===== src/hdl/rv_consts.svh =====
// widths of the RV32I datapath and control words
// bit positions of the instruction word fields
`ifndef RV_CONSTS_SVH
`define RV_CONSTS_SVH

// ====================
// widths
// ====================
`define XLEN        32
`define REG_ADDR_W  5
`define BYTE_LANES  4
// lane select bits taken from the low address
`define LANE_SEL_W  2
`define ALU_CTL_W   4
// one-hot, IDLE has its own bit
`define PHASE_W     5

// ====================
// instruction fields
// ====================
`define OPC_W       7
`define F3_W        3
`define F7_W        7
`define OPC_MSB     6
`define OPC_LSB     0
`define RD_MSB      11
`define RD_LSB      7
`define F3_MSB      14
`define F3_LSB      12
`define RS1_MSB     19
`define RS1_LSB     15
`define RS2_MSB     24
`define RS2_LSB     20
`define F7_MSB      31
`define F7_LSB      25
// immediate sign is always the top bit
`define SIGN_BIT    31

`endif

===== src/hdl/isa_pkg.sv =====
// RV32I instruction-set types
// instruction and data words, register index
// funct3 and funct7 field types
// opcode enum and funct enums per instruction class
`default_nettype none
`include "rv_consts.svh"

package isa_pkg;

	// ====================
	// words and fields
	// ====================
	typedef logic [`XLEN-1:0] instr_t;
	typedef logic [`XLEN-1:0] xword_t;
	typedef logic [`REG_ADDR_W-1:0] reg_addr_t;
	typedef logic [`F3_W-1:0] funct3_t;
	typedef logic [`F7_W-1:0] funct7_t;

	// ====================
	// opcodes
	// ====================
	// only the classes the controller decodes
	typedef enum logic [`OPC_W-1:0] {
		lui    = 7'b0110111,
		auipc  = 7'b0010111,
		jal    = 7'b1101111,
		jalr   = 7'b1100111,
		branch = 7'b1100011,
		load   = 7'b0000011,
		store  = 7'b0100011,
		op_imm = 7'b0010011,
		op_reg = 7'b0110011
	} opcode_e;

	// arithmetic funct3, shared by op_reg and op_imm
	typedef enum funct3_t {
		f3_add  = 3'b000,
		f3_sll  = 3'b001,
		f3_slt  = 3'b010,
		f3_sltu = 3'b011,
		f3_xor  = 3'b100,
		f3_srl  = 3'b101,
		f3_or   = 3'b110,
		f3_and  = 3'b111
	} alu_f3_e;

	// branch compares, 010 and 011 unused
	typedef enum funct3_t {
		f3_beq  = 3'b000,
		f3_bne  = 3'b001,
		f3_blt  = 3'b100,
		f3_bge  = 3'b101,
		f3_bltu = 3'b110,
		f3_bgeu = 3'b111
	} br_f3_e;

	// store widths
	typedef enum funct3_t {
		f3_sb = 3'b000,
		f3_sh = 3'b001,
		f3_sw = 3'b010
	} st_f3_e;

	// alt selects sub and arithmetic right shift
	typedef enum funct7_t {
		f7_base = 7'b0000000,
		f7_alt  = 7'b0100000
	} funct7_e;

endpackage

`default_nettype wire


===== src/hdl/ctl_pkg.sv =====
// control unit types
// phase enum, ALU function codes, writeback select
// store byte mask
// ALU, sequencing and register address structs
`default_nettype none
`include "rv_consts.svh"

package ctl_pkg;
	import isa_pkg::*;

	// ====================
	// phase
	// ====================
	// one-hot, IDLE only after reset
	typedef enum logic [`PHASE_W-1:0] {
		PH_IDLE = 5'b00001,
		PH_IF   = 5'b00010,
		PH_DE   = 5'b00100,
		PH_EX   = 5'b01000,
		PH_WB   = 5'b10000
	} phase_e;

	// ====================
	// ALU
	// ====================
	// compares return 1 or 0 in alu_out
	typedef enum logic [`ALU_CTL_W-1:0] {
		ALU_PASS_B = 4'b0000,
		ALU_EQ     = 4'b0010,
		ALU_NE     = 4'b0011,
		ALU_LT     = 4'b0100,
		ALU_GE     = 4'b0101,
		ALU_LTU    = 4'b0110,
		ALU_GEU    = 4'b0111,
		ALU_ADD    = 4'b1000,
		ALU_SUB    = 4'b1001,
		ALU_XOR    = 4'b1010,
		ALU_OR     = 4'b1011,
		ALU_AND    = 4'b1100,
		ALU_SLL    = 4'b1101,
		ALU_SRL    = 4'b1110,
		ALU_SRA    = 4'b1111
	} alu_code_e;

	// a_sel picks PC, b_sel picks the immediate
	typedef struct packed {
		logic      a_sel;
		logic      b_sel;
		alu_code_e alu_code;
	} alu_ctl_s;

	// ====================
	// sequencing
	// ====================
	// register file write source
	typedef enum logic [1:0] {
		RD_MEM  = 2'd0,
		RD_LINK = 2'd1,
		RD_ALU  = 2'd2
	} rd_sel_e;

	typedef logic [`BYTE_LANES-1:0] byte_mask_t;

	typedef struct packed {
		// PC loads the target when set
		logic       pc_sel;
		logic       pc_ld;
		// memory address from the data address bus when set
		logic       mem_sel;
		logic       mem_write;
		byte_mask_t mem_wrbits;
		logic       ir_ld;
		rd_sel_e    rd_sel;
		logic       rd_ld;
		logic       a_ld;
		logic       b_ld;
		logic       c_ld;
	} seq_ctl_s;

	// register file indices, straight from the IR
	typedef struct packed {
		reg_addr_t rs1_addr;
		reg_addr_t rs2_addr;
		reg_addr_t rd_addr;
	} reg_addr_s;

endpackage

`default_nettype wire


===== src/hdl/controller_top.sv =====
// control unit of the multicycle RV32I core
// phase sequencer and the three control word generators
// register indices sliced from the IR
`timescale 1ns/10ps
`default_nettype none
`include "rv_consts.svh"

module controller_top
	import isa_pkg::*;
	import ctl_pkg::*;
(
	input  logic      clk,
	input  logic      rst_n,
	input  instr_t    ir,
	input  xword_t    addr,
	input  xword_t    alu_out,
	output seq_ctl_s  seq,
	output alu_ctl_s  alu,
	output xword_t    imm,
	output reg_addr_s regs
);

	phase_e phase;

	// ====================
	// sequencer
	// ====================
	phase_gen phase_gen_i (
		.clk   (clk),
		.rst_n (rst_n),
		.phase (phase)
	);

	// ====================
	// control word
	// ====================
	// immediate depends on the IR only
	imm_gen imm_gen_i (
		.ir  (ir),
		.imm (imm)
	);

	alu_ctl_gen alu_ctl_gen_i (
		.phase (phase),
		.ir    (ir),
		.alu   (alu)
	);

	datapath_ctl datapath_ctl_i (
		.phase   (phase),
		.ir      (ir),
		.addr    (addr),
		.alu_out (alu_out),
		.seq     (seq)
	);

	// register file indices, valid in every phase
	assign regs.rs1_addr = ir[`RS1_MSB:`RS1_LSB];
	assign regs.rs2_addr = ir[`RS2_MSB:`RS2_LSB];
	assign regs.rd_addr  = ir[`RD_MSB:`RD_LSB];

endmodule

`default_nettype wire


===== src/hdl/datapath_ctl.sv =====
// sequencing enables for the datapath
// PC, memory, IR, register file and A, B, C loads
// writeback select and store byte mask
`timescale 1ns/10ps
`default_nettype none
`include "rv_consts.svh"

module datapath_ctl
	import isa_pkg::*;
	import ctl_pkg::*;
(
	input  phase_e   phase,
	input  instr_t   ir,
	input  xword_t   addr,
	input  xword_t   alu_out,
	output seq_ctl_s seq
);

	opcode_e                opcode;
	funct3_t                funct3;
	logic [`LANE_SEL_W-1:0] lane;
	logic                   taken;
	byte_mask_t             st_mask;

	assign opcode = opcode_e'(ir[`OPC_MSB:`OPC_LSB]);
	assign funct3 = ir[`F3_MSB:`F3_LSB];
	// byte offset inside the word
	assign lane   = addr[`LANE_SEL_W-1:0];
	// compare result from the ALU in WB
	assign taken  = (alu_out == xword_t'(1));

	// lanes written by a store
	always_comb begin
		case (funct3)
			f3_sb:   st_mask = byte_mask_t'(1) << lane;
			// halfword aligned on addr[1]
			f3_sh:   st_mask = lane[1] ? 4'b1100 : 4'b0011;
			f3_sw:   st_mask = 4'b1111;
			default: st_mask = '0;
		endcase
	end

	always_comb begin
		seq = '0;
		case (phase)
			PH_IF: begin
				seq.ir_ld = 1'b1;
			end
			// operand registers from the register file
			PH_DE: begin
				seq.a_ld = 1'b1;
				seq.b_ld = 1'b1;
			end
			PH_EX: begin
				seq.c_ld = 1'b1;
			end
			PH_WB: begin
				seq.pc_ld   = 1'b1;
				seq.mem_sel = 1'b1;
				// jumps always, branches on a true compare
				seq.pc_sel  = (opcode == jal) || (opcode == jalr) ||
					(opcode == branch && taken);
				case (opcode)
					load: begin
						seq.rd_sel = RD_MEM;
						seq.rd_ld  = 1'b1;
					end
					// return address into rd
					jal, jalr: begin
						seq.rd_sel = RD_LINK;
						seq.rd_ld  = 1'b1;
					end
					op_reg, op_imm, lui, auipc: begin
						seq.rd_sel = RD_ALU;
						seq.rd_ld  = 1'b1;
					end
					// unknown widths write nothing
					store: begin
						seq.mem_wrbits = st_mask;
						seq.mem_write  = |st_mask;
					end
					default: begin
						seq.rd_ld = 1'b0;
					end
				endcase
			end
			// IDLE and illegal codes keep everything off
			default: begin
				seq = '0;
			end
		endcase
	end

endmodule

`default_nettype wire


===== src/hdl/alu_ctl_gen.sv =====
// ALU control generator
// operand selects and function code per phase
// EX computes results and targets, WB does branch compares
`timescale 1ns/10ps
`default_nettype none
`include "rv_consts.svh"

module alu_ctl_gen
	import isa_pkg::*;
	import ctl_pkg::*;
(
	input  phase_e   phase,
	input  instr_t   ir,
	output alu_ctl_s alu
);

	opcode_e opcode;
	funct3_t funct3;
	funct7_t funct7;

	assign opcode = opcode_e'(ir[`OPC_MSB:`OPC_LSB]);
	assign funct3 = ir[`F3_MSB:`F3_LSB];
	assign funct7 = ir[`F7_MSB:`F7_LSB];

	// arithmetic code from funct3 and funct7
	// sub only exists for register operands
	function automatic alu_code_e arith_code(input funct3_t f3, input funct7_t f7,
		input logic is_reg);
		alu_code_e code;
		case (f3)
			f3_add:  code = (is_reg && f7 == f7_alt) ? ALU_SUB : ALU_ADD;
			f3_sll:  code = ALU_SLL;
			f3_slt:  code = ALU_LT;
			f3_sltu: code = ALU_LTU;
			f3_xor:  code = ALU_XOR;
			// srai has the alt pattern in imm[11:5]
			f3_srl:  code = (f7 == f7_base) ? ALU_SRL : ALU_SRA;
			f3_or:   code = ALU_OR;
			f3_and:  code = ALU_AND;
			default: code = ALU_PASS_B;
		endcase
		return code;
	endfunction

	// compare code per branch type
	function automatic alu_code_e branch_code(input funct3_t f3);
		alu_code_e code;
		case (f3)
			f3_beq:  code = ALU_EQ;
			f3_bne:  code = ALU_NE;
			f3_blt:  code = ALU_LT;
			f3_bge:  code = ALU_GE;
			f3_bltu: code = ALU_LTU;
			f3_bgeu: code = ALU_GEU;
			default: code = ALU_PASS_B;
		endcase
		return code;
	endfunction

	always_comb begin
		alu = '0;
		if (phase == PH_EX) begin
			case (opcode)
				op_reg: begin
					alu.alu_code = arith_code(funct3, funct7, 1'b1);
				end
				op_imm: begin
					alu.b_sel    = 1'b1;
					alu.alu_code = arith_code(funct3, funct7, 1'b0);
				end
				// rs1 plus offset
				load, store, jalr: begin
					alu.b_sel    = 1'b1;
					alu.alu_code = ALU_ADD;
				end
				lui: begin
					alu.b_sel    = 1'b1;
					alu.alu_code = ALU_PASS_B;
				end
				// PC plus offset, branch target lands in C
				auipc, jal, branch: begin
					alu.a_sel    = 1'b1;
					alu.b_sel    = 1'b1;
					alu.alu_code = ALU_ADD;
				end
				default: begin
					alu = '0;
				end
			endcase
		end else if (phase == PH_WB && opcode == branch) begin
			// rs1 against rs2, result decides pc_sel
			alu.alu_code = branch_code(funct3);
		end
	end

endmodule

`default_nettype wire


===== src/hdl/imm_gen.sv =====
// immediate generator
// sign-extended I, S, B, U, J immediates and shift amounts
// selected by the opcode of the IR
`timescale 1ns/10ps
`default_nettype none
`include "rv_consts.svh"

module imm_gen
	import isa_pkg::*;
(
	input  instr_t ir,
	output xword_t imm
);

	opcode_e   opcode;
	funct3_t   funct3;
	logic      sign;
	reg_addr_t shamt;

	assign opcode = opcode_e'(ir[`OPC_MSB:`OPC_LSB]);
	assign funct3 = ir[`F3_MSB:`F3_LSB];
	assign sign   = ir[`SIGN_BIT];
	// shift amount sits in the rs2 field
	assign shamt  = ir[`RS2_MSB:`RS2_LSB];

	always_comb begin
		case (opcode)
			// I format
			load, jalr: begin
				imm = {{20{sign}}, ir[31:20]};
			end
			op_imm: begin
				// shifts carry shamt, not a signed immediate
				if (funct3 == f3_sll || funct3 == f3_srl) begin
					imm = {{(`XLEN-`REG_ADDR_W){1'b0}}, shamt};
				end else begin
					imm = {{20{sign}}, ir[31:20]};
				end
			end
			// S format, split around the funct3 field
			store: begin
				imm = {{20{sign}}, ir[`F7_MSB:`F7_LSB], ir[`RD_MSB:`RD_LSB]};
			end
			// B format, bit 0 implicit
			branch: begin
				imm = {{19{sign}}, sign, ir[7], ir[30:25], ir[11:8], 1'b0};
			end
			// U format, low 12 bits zero
			lui, auipc: begin
				imm = {ir[31:12], 12'b0};
			end
			// J format, bit 0 implicit
			jal: begin
				imm = {{11{sign}}, sign, ir[19:12], ir[20], ir[30:21], 1'b0};
			end
			// op_reg and unknown opcodes
			default: begin
				imm = '0;
			end
		endcase
	end

endmodule

`default_nettype wire


===== src/hdl/phase_gen.sv =====
// phase sequencer of the multicycle controller
// one-hot phase register, IDLE then IF DE EX WB repeating
`timescale 1ns/10ps
`default_nettype none

module phase_gen
	import ctl_pkg::*;
(
	input  logic   clk,
	input  logic   rst_n,
	output phase_e phase
);

	phase_e phase_nxt;
	// set one cycle after reset release
	logic run;

	always_ff @(posedge clk or negedge rst_n) begin
		if (!rst_n) begin
			run   <= 1'b0;
			phase <= PH_IDLE;
		end else begin
			run   <= 1'b1;
			phase <= phase_nxt;
		end
	end

	// IDLE held for one full cycle after release
	always_comb begin
		case (phase)
			PH_IDLE: phase_nxt = run ? PH_IF : PH_IDLE;
			PH_IF:   phase_nxt = PH_DE;
			PH_DE:   phase_nxt = PH_EX;
			PH_EX:   phase_nxt = PH_WB;
			PH_WB:   phase_nxt = PH_IF;
			// illegal one-hot code falls back to idle
			default: phase_nxt = PH_IDLE;
		endcase
	end

endmodule

`default_nettype wire


===== config.mk =====
export PLATFORM = sky130hd
export DESIGN_NAME = controller_top
export DESIGN_NICKNAME = d
export VERILOG_FILES = /design/src/hdl/isa_pkg.sv /design/src/hdl/ctl_pkg.sv /design/src/hdl/controller_top.sv /design/src/hdl/datapath_ctl.sv /design/src/hdl/alu_ctl_gen.sv /design/src/hdl/imm_gen.sv /design/src/hdl/phase_gen.sv
export VERILOG_INCLUDE_DIRS = /design/src /design/src/hdl
export SDC_FILE = /design/constraint.sdc
export NUM_CORES = 1
export LEC_CHECK = 0
export ABC_AREA = 1
export CAP_MARGIN = 15
export CORE_AREA = 4 4 62 64
export CTS_CLUSTER_SIZE = 8
export DETAILED_ROUTE_END_ITERATION = 6
export DIE_AREA = 0 0 66 68
export DONT_BUFFER_PORTS = 1
export PLACE_DENSITY_LB_ADDON = 0.05
export SYNTH_ARGS = -nofsm -noshare
export SYNTH_HDL_FRONTEND = slang
export SYNTH_SLANG_ARGS = --single-unit

===== constraint.sdc =====
create_clock -name clk -period 1.95 [get_ports clk]
set_input_delay 0.2925 -clock clk [delete_from_list [all_inputs] [get_ports clk]]
set_output_delay 0.2925 -clock clk [all_outputs]
set_load 0.02 [all_outputs]

* Word-level counts from Yosys, hierarchy flattened *
Index checks and enable logic that the tools add are counted.

word-level totals
  bits in registers = 6
  bits of input ports = 98
  output and inout port bits = 68
  word-level logic and storage cells = 67

operators by class
  eq/ne operators = 23
  shifts and indexed selects = 1
  mux-type cells = 25
  reductions and logical operators = 16

operators with widths
  kind                                                              number
  32-bit case mux with 6 select lines                               1
  4-bit case mux with 8 select lines                                2
  32-bit by 1-bit == test with 1-bit output, second input constant  1
  32-bit two-way mux                                                1
  7-bit by 6-bit == test with 1-bit output, second input constant   4
  5-bit case mux with 5 select lines                                1
  4-bit case mux with 3 select lines                                2
  7-bit == test, second input constant                              3
  3-bit case mux with 6 select lines                                1
  7-bit by 5-bit == test with 1-bit output, second input constant   2
  3-bit == test, second input constant                              4
  4-bit two-way mux                                                 3
  8-bit two-way mux                                                 1
  4-bit OR reduction                                                2
  8-bit OR reduction                                                1
  7-bit by 2-bit == test with 1-bit output, second input constant   1
  7-bit zero test                                                   1
  1-bit two-way mux                                                 7
  7-bit OR reduction                                                1
  3-bit by 2-bit == test with 1-bit output, second input constant   2
  2-bit two-way mux                                                 3
  2-bit OR reduction                                                3
  6-bit OR reduction                                                1
  5-bit by 1-bit == test with 1-bit output, second input constant   1
  other kinds (13)                                                  16

* Depth between registers and ports, before layout *
Gate-level depths: netlist of the first run.

  depth in word-level cells = 5
  mapped depth = 9
  depth with buffers taken out = 9

* Hierarchy *
From an unflattened synthesis of the first run, not the netlist that was laid out.

second synthesis, totals
  cell total of the unflattened synthesis = 435
  area, all modules = 2237.1 µm²

by module, submodules not included
  module          instances  cells an instance  area each (µm²)  sequential area each (µm²)
  imm_gen         1          219                1072.3           0.0
  datapath_ctl    1          87                 414.1            0.0
  alu_ctl_gen     1          85                 375.4            0.0
  phase_gen       1          29                 262.8            151.4
  controller_top  1          15                 112.6            0.0

* Worst setup path after synthesis of the first run *
Ideal clock, no wire load.

  path type = register to output
  from = register phase_gen_i.phase[2]
  to = output seq[11] (netlist bit)
  data arrival time = 1.276 ns
  required time = 1.657 ns
  setup slack = 0.382 ns
  cell stages (with the launch flop) = 6
  buffers on the path = 0
  path through = dfrtp_1 inv_1 nand2_1 inv_1 nand3_1 nor3_1

RTL lines
  what                      line                  RTL
  start: declaration        phase_gen.sv:11       output phase_e phase
  start signal: assignment  phase_gen.sv:24       phase <= phase_nxt;
  end: declaration          controller_top.sv:17  output seq_ctl_s seq,

==> results.cfg, run 1 <==
[status]
status = completed

[power]
seqPwrFrac_pct = 32.4
ir_worst_vdd_v = 0.000187
p_comb_share_pct = 45.7
p_clk_share_pct = 21.9
p_sw_share_pct = 41.9
power_density_nw_per_um2 = 300
leakage_nw = 1.13
p_int_mw = 0.316
p_sw_mw = 0.228

[cells_and_area]
fin_cells = 383
fin_nets = 436
mostFrequentLayoutCells = 86 x nor2_1, 58 x nand2_1, 42 x inv_1, 27 x nand3_1, 26 x buf_4
n_fill_cell = 367
diodes = 0
area_delta_synth_final_pct = 6.45
drive_gt1_share_pct = 19.6
layout_commonest_cell = nor2_1

[sta]
period_share_pct = 93.3
min_period_ps = 1820
setup_viol_count_final = 0
finalHoldViolCount = 0
fin_ws_ps = 130
maxSlewViolCount = 0
maxClockFrequency_ghz = 0.549
fin_worst_skew_ps = 7.87

[placement]
hpwl_mm = 4.27
dp.cells = 376
port_buffers = 0
pre_cts_slack_ps = 231
place.gp.congestion = 0.934

[setup_path]
path_class = flip-flop to output port
crit_path_max_incr_delay_ps = 380
cp_cell_sequence = nor2_1 > nand4_1 > buf_4 > nor2_1
crit_top_cell = nor2_1
path_delay_family = simple AND/OR/NAND/NOR gates
crit_path_end_kind = output port
cp.arrival_ps = 1530
required_ps = 1660
cpMaxStageDelayCell = dfstp_2
path_max_fanout = 5
cp-start-kind = flip-flop
crit_buf_inv = 1

[floorplanning]
rows = 21
dieWidth_um = 66
coreArea_um2 = 3280
die-height_um = 68
dieArea_um2 = 4490
io_pins = 166
start_util_pct = 52.0

[global_routing]
grt_pass1_wl_mm = 7.75
grt_max_degree = 16
antenna_found_initial = 0
grt_remaining_overflow = 0
grt_usage_pct = 22.0
grt_pass1_vias = 1808

[route]
drtIter0Drc = 73
drt_pass1_iterations = 4
via_per_inst = 5.20
wl_per_cell_um = 13.4
antenna_left = 0
post-route-drc-count = 0
vias = 1993
routed_wirelength_mm = 5.14

[synthesis]
synth-simple-area-share_pct = 56.2
synth_fa_ha_area_share_pct = 0
synth_area_per_cell_um2 = 5.16
synth_top_family_by_area = simple AND/OR/NAND/NOR gates
syn-instance-count = 331
synthXorXnorAreaFrac_pct = 0
synth-compound-area-share_pct = 12.9
ys_ff_latch = 6
yosysWarnings = 0
yosysSeqAreaShare_pct = 8.87
syn_area_um2 = 1710
muxShareOfSynthArea_pct = 0
syn_nets = 429
synth_cell_types = 24

[job]
drv_cap = 0

[clock_network]
clk_pin_slew_ps = 50
cts_max_level = 1
cts-root-buf = clkbuf_4
cts_tree = built
cts.sink_count = 6
numCtsBuffers = 3
cts_buffer_depth = 2
clk_latency_ps = 240

[worst_hold_path]
hp-class = primary input to asynchronous set/reset pin
-- path summary, 6_finish.rpt --
path | startpoint | endpoint | slack, ps | cells after the start
worst max register to register | phase_gen_i.phase[0] | phase_gen_i.phase[0] | 550 | 7
worst min register to register | phase_gen_i.run | phase_gen_i.phase[0] | 510 | 3
worst min-delay path | rst_n | phase_gen_i.phase[3] | 360 | 1
max in group asynchronous | rst_n | phase_gen_i.phase[0] | 1300 | 1
worst max-delay path | phase_gen_i.phase[0] | alu[3] | 130 | 4
min in group clk | phase_gen_i.run | phase_gen_i.phase[0] | 510 | 3
-- final cells by class --
| cell class | count | area (um2) | share of cell area (%) |
|---|---|---|---|
| Inverter | 46 | 175 | 9.64 |
| Sequential cell | 6 | 151 | 8.33 |
| Tap cell | 46 | 57.6 | 3.17 |
| Timing Repair Buffer | 27 | 205 | 11.3 |
| Clock buffer | 4 | 26.3 | 1.45 |
| Multi-Input combinational cell | 254 | 1200 | 66.1 |
-- metal layers --
metal / track usage (%) / vias to the layer above / wire length, um
met5: 0 / - / 0
met4: 8.12 / 0 / 59
met3: 4.27 / 6 / 443
met2: 40.2 / 103 / 2480
met1: 25.3 / 851 / 2150
li1: - / 1033 / -
-- stage by stage --
stage               TNS (ps)  area, um2  utilization [%]  hold slack (ps)  power [mW]
floorplan                  0       1710                -            -3.09       0.410
global placement           0       1750             53.4            -2.85       0.415
detailed placement         0       1750             53.4            -2.83       0.419
CTS                        0       1790             54.6              358       0.552
global route           -1.37       1820             55.3              363       0.594
finish                     0       1820             55.3              364       0.544
-- synth_stat cells --
cell type | count | area (um2)
nand2_1 | 59 | 221
o21ai_0 | 13 | 65.1
nand2_2 | 18 | 113
buf_6 | 4 | 45.0
nor4_1 | 3 | 18.8
nor2_2 | 5 | 31.3
a21oi_4 | 1 | 16.3
nand3_1 | 28 | 140
nor2_4 | 2 | 22.5
nor2_1 | 86 | 323
o21ai_4 | 1 | 16.3
nand2_4 | 2 | 22.5
inv_2 | 3 | 11.3
buf_4 | 19 | 143
nand4_1 | 9 | 56.3
a21oi_1 | 23 | 115
a21boi_0 | 1 | 7.51
inv_4 | 1 | 6.26
dfstp_2 | 1 | 26.3
buf_2 | 2 | 10.0
inv_1 | 42 | 158
dfrtp_1 | 5 | 125
nor3_1 | 2 | 10.0
conb_1 | 1 | 3.75
-- power by group through the flow --
stage / combinational, mW / clock, mW / sequential [mW]
detailed placement: 0.241 / 0 / 0.178
global route: 0.279 / 0.135 / 0.179
CTS: 0.249 / 0.127 / 0.176
global placement: 0.237 / 0 / 0.177
floorplan: 0.237 / 0 / 0.173
finish: 0.249 / 0.119 / 0.176
-- flip-flops by register name, summed over array words and instances (netlist names) --
| name | count |
|---|---|
| phase_gen_i.phase | 5 |
| phase_gen_i.run | 1 |
-- cell families (layout without fill, tap and decap cells) --
logic type	after synthesis	after routing
and+or+nand+nor	214	214
other	1	1
buffers and inverters	71	77
AOI/OAI and AO/OA	39	39
DFF	6	6
-- repair_timing --
item | CTS | global route
setup buffers | 0 | 2
pin swaps | 0 | 1
resized for setup | 1 | 2
endpoints found under the hold margin | 6 | 0
endpoints found under the setup margin | 4 | 4
hold buffers | 1 | 0
(Power assumes the default switching activity.)
==> run 2, diff against run 1 <==
--- a/config.mk
+++ b/config.mk
@@ -6,7 +6,7 @@
 export SDC_FILE = /design/constraint.sdc
 export NUM_CORES = 1
 export LEC_CHECK = 0
-export ABC_AREA = 1
+export ABC_AREA = 0
 export CAP_MARGIN = 15
 export CORE_AREA = 4 4 62 64
 export CTS_CLUSTER_SIZE = 8
==> run 2 against run 1 <==
Net effect:
- the flow now finishes with violations (setup timing)
- cell area is 6.2% lower
- utilization is 3.4 points lower
- power is 18% higher
- die area stayed put
- largest power group unchanged
- count of clock-buffer cells in the layout stayed put
- clock power hardly changed
- first-iteration DRC count is 14% lower
- sequential share of layout area is 0.55 points higher
- worst setup slack worse by 520 ps
- non-clock buffer count is 5 higher
==> results.cfg, run 2 <==
[setup_path]
required_ps = 1660
path_delay_family = simple AND/OR/NAND/NOR gates
path_max_fanout = 2
path_class = flip-flop to output port
cpMaxStageDelayCell = or4_4
crit_path_max_incr_delay_ps = 530
crit_path_end_kind = output port
crit_top_cell = or4_4
crit_buf_inv = 0
cp_cell_sequence = or4_4 > or3_4 > or4_4 > o21ai_4
cp.arrival_ps = 2050
cp-start-kind = flip-flop

[job]
drv_cap = 0

[floorplanning]
start_util_pct = 40.8
die-height_um = 68
dieWidth_um = 66
rows = 21
io_pins = 166
dieArea_um2 = 4490
coreArea_um2 = 3280

[synthesis]
yosysMostFrequentCell = nor2_1
ys_ff_latch = 6
synth_area_per_cell_um2 = 6.91
yosys.area.top_type = buf_4
syn-instance-count = 194
syn_nets = 292
async_reset_ff_share_pct = 100
synth_top_cell_area_share_pct = 10.1
synthTopCellsByCount = 20 x nor2_1, 18 x buf_4, 13 x a21oi_1, 13 x nand2_1, 13 x nor4_1
yosysWarnings = 0
synth-edff-count = 0
yosys-top-cells-area = buf_4 10%, dfrtp_1 9.3%, o2bb2ai_1 6.5%, a21o_1 6.2%, nor4_1 6.1%
synth_top_flop_cell = dfrtp_1
syn_area_um2 = 1340
synth_cell_types = 45
yosysSeqAreaShare_pct = 11.3

[power]
leakage_nw = 0.717
p_comb_share_pct = 54.0
seqPwrFrac_pct = 27.3
power_mw = 0.644
p_clk_share_pct = 18.7
p_sw_mw = 0.247
p_int_mw = 0.397
ir_worst_vdd_v = 0.000481
power_density_nw_per_um2 = 378
p_sw_share_pct = 38.4

[sta]
maxSlewHeadroom_pct = 57.6
setup_viol_count_final = 18
min_period_ps = 2340
period_share_pct = 120
fin_ws_ps = -388
rsz0062_at_grt = true
fin_worst_skew_ps = 4.98
setup_tns_ps = -3840
maxSlewViolCount = 0
finalHoldViolCount = 0
tightest_slew_ps = 636
maxClockFrequency_ghz = 0.428

[global_routing]
grtUsageMet2_pct = 33.7
grt_usage_pct = 18.6
grt_max_degree = 13
grt_pass1_wl_mm = 6.78
grt_pass1_vias = 1494
grt-busiest-layer = met2
grt_remaining_overflow = 0
grtUsageMet3_pct = 5.09
use_met1_pct = 21.9
antenna_found_initial = 0

[clock_network]
cts.sink_count = 6
cts_buffer_depth = 2
cts-root-buf = clkbuf_4
clk_latency_ps = 240
numCtsBuffers = 3
cts_max_level = 1
cts_tree = built
clk_pin_slew_ps = 50

[cells_and_area]
drive_gt1_share_pct = 31.8
area_delta_synth_final_pct = 27.2
fin_nets = 300
layout_commonest_cell = buf_4
diodes = 0
mostFrequentLayoutCells = 18 x buf_4, 13 x nor2_1, 13 x nand2_1, 12 x buf_6
top_register = phase_gen_i.phase
fin_cells = 247
largest_reg_flops = 5
reg.largest.list = phase_gen_i.phase (5), phase_gen_i.run (1)
n_fill_cell = 314
fin_util_pct = 51.9

[placement]
hpwl_mm = 3.72
pre_cts_slack_ps = -231
port_buffers = 0
dp.cells = 236
place.gp.congestion = 0.771

[route]
drt_pass1_iterations = 4
via_per_inst = 6.18
routed_wirelength_mm = 4.64
vias = 1527
post-route-drc-count = 0
wl_per_cell_um = 18.8
antenna_left = 0
drtIter0Drc = 63

[worst_hold_path]
hp-class = primary input to asynchronous set/reset pin

[status]
status = finished with violations
violations = setup timing
run 2: changes by cell type after synthesis, sizes merged, moves of 10 or more:
cell,before,now
nor2,93,20
nor4,3,13
nand3,28,6
inv,46,7
a21o,0,11
nand2,79,13
o2bb2ai,0,10
a21oi,24,13
run 2: path summary, 6_finish.rpt:
kind / start / endpoint / slack, ps / cells after the start
max: phase_gen_i.phase[3] / seq[14] / -390 / 4
min: rst_n / phase_gen_i.run / 350 / 1
max reg2reg: phase_gen_i.phase[3] / phase_gen_i.phase[0] / 330 / 7
min reg2reg: phase_gen_i.phase[4] / phase_gen_i.phase[2] / 560 / 2
max in group asynchronous: rst_n / phase_gen_i.phase[0] / 1330 / 1
min in group clk: phase_gen_i.phase[4] / phase_gen_i.phase[2] / 560 / 2
run 2: area by class of cell:
cell class,instances,area (um2),area share [%]
inverter,7,28.8,1.69
timing repair buffer,32,295,17.3
tap,46,57.6,3.38
sequential,6,151,8.88
multi-input combinational,152,1140,67.2
clock buffer,4,26.3,1.54
run 2: layer usage:
metal / vias to the layer above / wire (um)
met5: - / 0
met4: 0 / 0
met3: 0 / 510
met2: 98 / 2320
met1: 703 / 1810
li1: 726 / -
run 2: logic make-up after synthesis:
kind of cell    synth area share (%)
buf+inv                         17.5
mux                            0.840
simple gates                    38.2
flops                           11.3
compound gates                  31.9
other cells                    0.280
run 2: repair_timing:
item	4_1_cts	5_1_grt
buffers inserted	4	3
resized for setup	24	16
hold buffers	1	0
pin swaps	6	4
setup endpoints to repair	16	17
hold endpoints to repair	6	0
run 2: worst register-to-register path, stage by stage (launching register included):
cell     delay (ps)
dfrtp_1         350
buf_4           120
or4b_4          530
buf_6           150
buf_6           110
nor2_4           80
buf_4           150
nor3_1           50
run 2: power groups by stage:
stage	Clock, mW	Sequential (mW)	Combinational [mW]
2_1_floorplan	0	0.183	0.264
3_3_place_gp	0	0.176	0.280
3_5_place_dp	0	0.176	0.292
4_1_cts	0.127	0.175	0.337
5_1_grt	0.130	0.180	0.380
6_report	0.121	0.176	0.348
run 2: through the flow:
step | hold WS (ps) | instance area (um2)
2_1_floorplan | -3.09 | 1410
3_3_place_gp | -2.96 | 1440
3_5_place_dp | -2.94 | 1440
4_1_cts | 348 | 1620
5_1_grt | 373 | 1700
6_report | 351 | 1700
==> run 3, diff against run 2 <==
--- a/config.mk
+++ b/config.mk
@@ -9,6 +9,7 @@
 export ABC_AREA = 0
 export CAP_MARGIN = 15
 export CORE_AREA = 4 4 62 64
+export CTS_BUF_LIST = sky130_fd_sc_hd__clkbuf_16
 export CTS_CLUSTER_SIZE = 8
 export DETAILED_ROUTE_END_ITERATION = 6
 export DIE_AREA = 0 0 66 68
==> run 3 against run 2 <==
Net effect:
- the run still ends with setup timing left
- non-clock buffer count grew 1
- count of clock-buffer cells in the layout fell by 1
- clock skew down 4.6 ps
- routed wire length up 3.2%
- global-route usage rose by 0.83 points
- highest routed layer is now met4
- final cell count is 0.40% higher
- critical endpoint unchanged
- critical path depth is the same
- flip-flop and latch count did not move
- power up 37%
- maximum frequency rose by 0.51%
- hold slack better by 13 ps
==> results.cfg, run 3 (synthesis results as in run 2) <==
[placement]
hpwl_mm = 3.72
place.gp.congestion = 0.771
port_buffers = 0
dp.cells = 236

[power]
power_mw = 0.882
leakage_nw = 0.750
ir_worst_vdd_v = 0.000896
power_density_nw_per_um2 = 499

[cells_and_area]
fin_cells = 248
layout_commonest_cell = buf_4
fin_util_pct = 53.8
diodes = 0
mostFrequentLayoutCells = 17 x buf_4, 14 x buf_6, 13 x nor2_1, 13 x nand2_1
top_register = phase_gen_i.phase
area_delta_synth_final_pct = 31.9
drive_gt1_share_pct = 31.7
largest_reg_flops = 5
reg.largest.list = phase_gen_i.phase (5), phase_gen_i.run (1)
fin_nets = 301

[setup_path]
required_ps = 1660
crit_path_end_kind = output port
path_class = flip-flop to output port
path_max_fanout = 2
r2r_start = phase_gen_i.phase[0]
reg2regPathDepth = 7
cp-start-kind = flip-flop
cp.arrival_ps = 2030
reg2reg_to = phase_gen_i.phase[0]
reg2reg_setup_slack_ps = 270

[worst_hold_path]
hp-class = primary input to asynchronous set/reset pin

[route]
vias = 1541
wl_per_cell_um = 19.3
drtIter0Drc = 62
drt_pass1_iterations = 4
routed_wirelength_mm = 4.79
via_per_inst = 6.21
antenna_left = 0
post-route-drc-count = 0

[global_routing]
grt_pass1_wl_mm = 6.93
grt_remaining_overflow = 0
grt_max_degree = 13
grt_pass1_vias = 1501
grt_usage_pct = 19.4
antenna_found_initial = 0

[sta]
tightest_slew_ps = 641
setup_viol_count_final = 18
fin_ws_ps = -377
maxSlewHeadroom_pct = 57.3
fin_worst_skew_ps = 0.420
rsz0062_at_grt = true
maxSlewViolCount = 0
finalHoldViolCount = 0
min_period_ps = 2330
maxClockFrequency_ghz = 0.430
period_share_pct = 119

[clock_network]
numCtsBuffers = 3
cts_max_level = 1
clk_latency_ps = 230
cts_tree = built
cts_buffer_depth = 2
cts-root-buf = clkbuf_16
clk_pin_slew_ps = 30
cts.sink_count = 6

[floorplanning]
rows = 21
io_pins = 166
die-height_um = 68
dieWidth_um = 66
dieArea_um2 = 4490
start_util_pct = 40.8
coreArea_um2 = 3280

[job]
drv_cap = 0

[status]
violations = setup timing
status = finished with violations
run 3: area by class of cell:
cell class | count | area (um2)
Multi-Input combinational cell | 152 | 1140
Fill cell | 306 | 1520
Inverter | 7 | 28.8
Timing Repair Buffer | 33 | 310
Clock buffer | 3 | 75.1
Tap cell | 46 | 57.6
Sequential cell | 6 | 151
Clock inverter | 1 | 3.75
run 3: where the power goes:
group | internal, mW | total (mW) | switching (mW)
Combinational | 0.173 | 0.368 | 0.195
Sequential | 0.158 | 0.176 | 0.0186
Clock | 0.266 | 0.338 | 0.0715
run 3: how the worst max path moves through the flow:
stage                    startpoint      end  slack (ps)  cells after the start
6_report       phase_gen_i.phase[0]  seq[14]        -380                      4
5_1_grt        phase_gen_i.phase[0]   alu[1]        -450                      6
4_1_cts        phase_gen_i.phase[3]  seq[14]        -370                      4
3_5_place_dp   phase_gen_i.phase[4]   alu[0]        -230                      5
3_3_place_gp   phase_gen_i.phase[4]   alu[0]        -200                      5
2_1_floorplan  phase_gen_i.phase[2]  seq[14]        -220                      5
run 3: metrics by stage:
stage / hold slack [ps] / instance area (um2) / TNS [ps] / setup WS (ps)
5_1_grt: 392 / 1770 / -5010 / -451
6_report: 364 / 1770 / -4130 / -377
4_1_cts: 364 / 1680 / -3940 / -367
3_3_place_gp: -2.96 / 1440 / -902 / -200
3_5_place_dp: -2.94 / 1440 / -981 / -231
2_1_floorplan: -3.09 / 1410 / -1020 / -225
run 3: what timing repair did:
item,in CTS,in global routing
setup endpoints to repair,16,18
gates resized for setup,25,16
cloned,0,0
pin swaps,11,4
hold endpoints to repair,6,0
hold buffers,1,0
setup buffers,5,3
run 3: metal layers:
layer / share of wire, % / vias up / global-route usage, %
met2: 50 / 103 / 34.8
met1: 38 / 708 / 22.0
li1: - / 726 / -
met5: 0 / - / 0
met4: 0.92 / 0 / 6.60
met3: 11 / 4 / 5.75
run 3: critical path, cell delays in order (launching register included):
cell and delay (ps):
dfstp_2 360, or4_4 540, or3_4 360, or4_4 440
o21ai_4 110
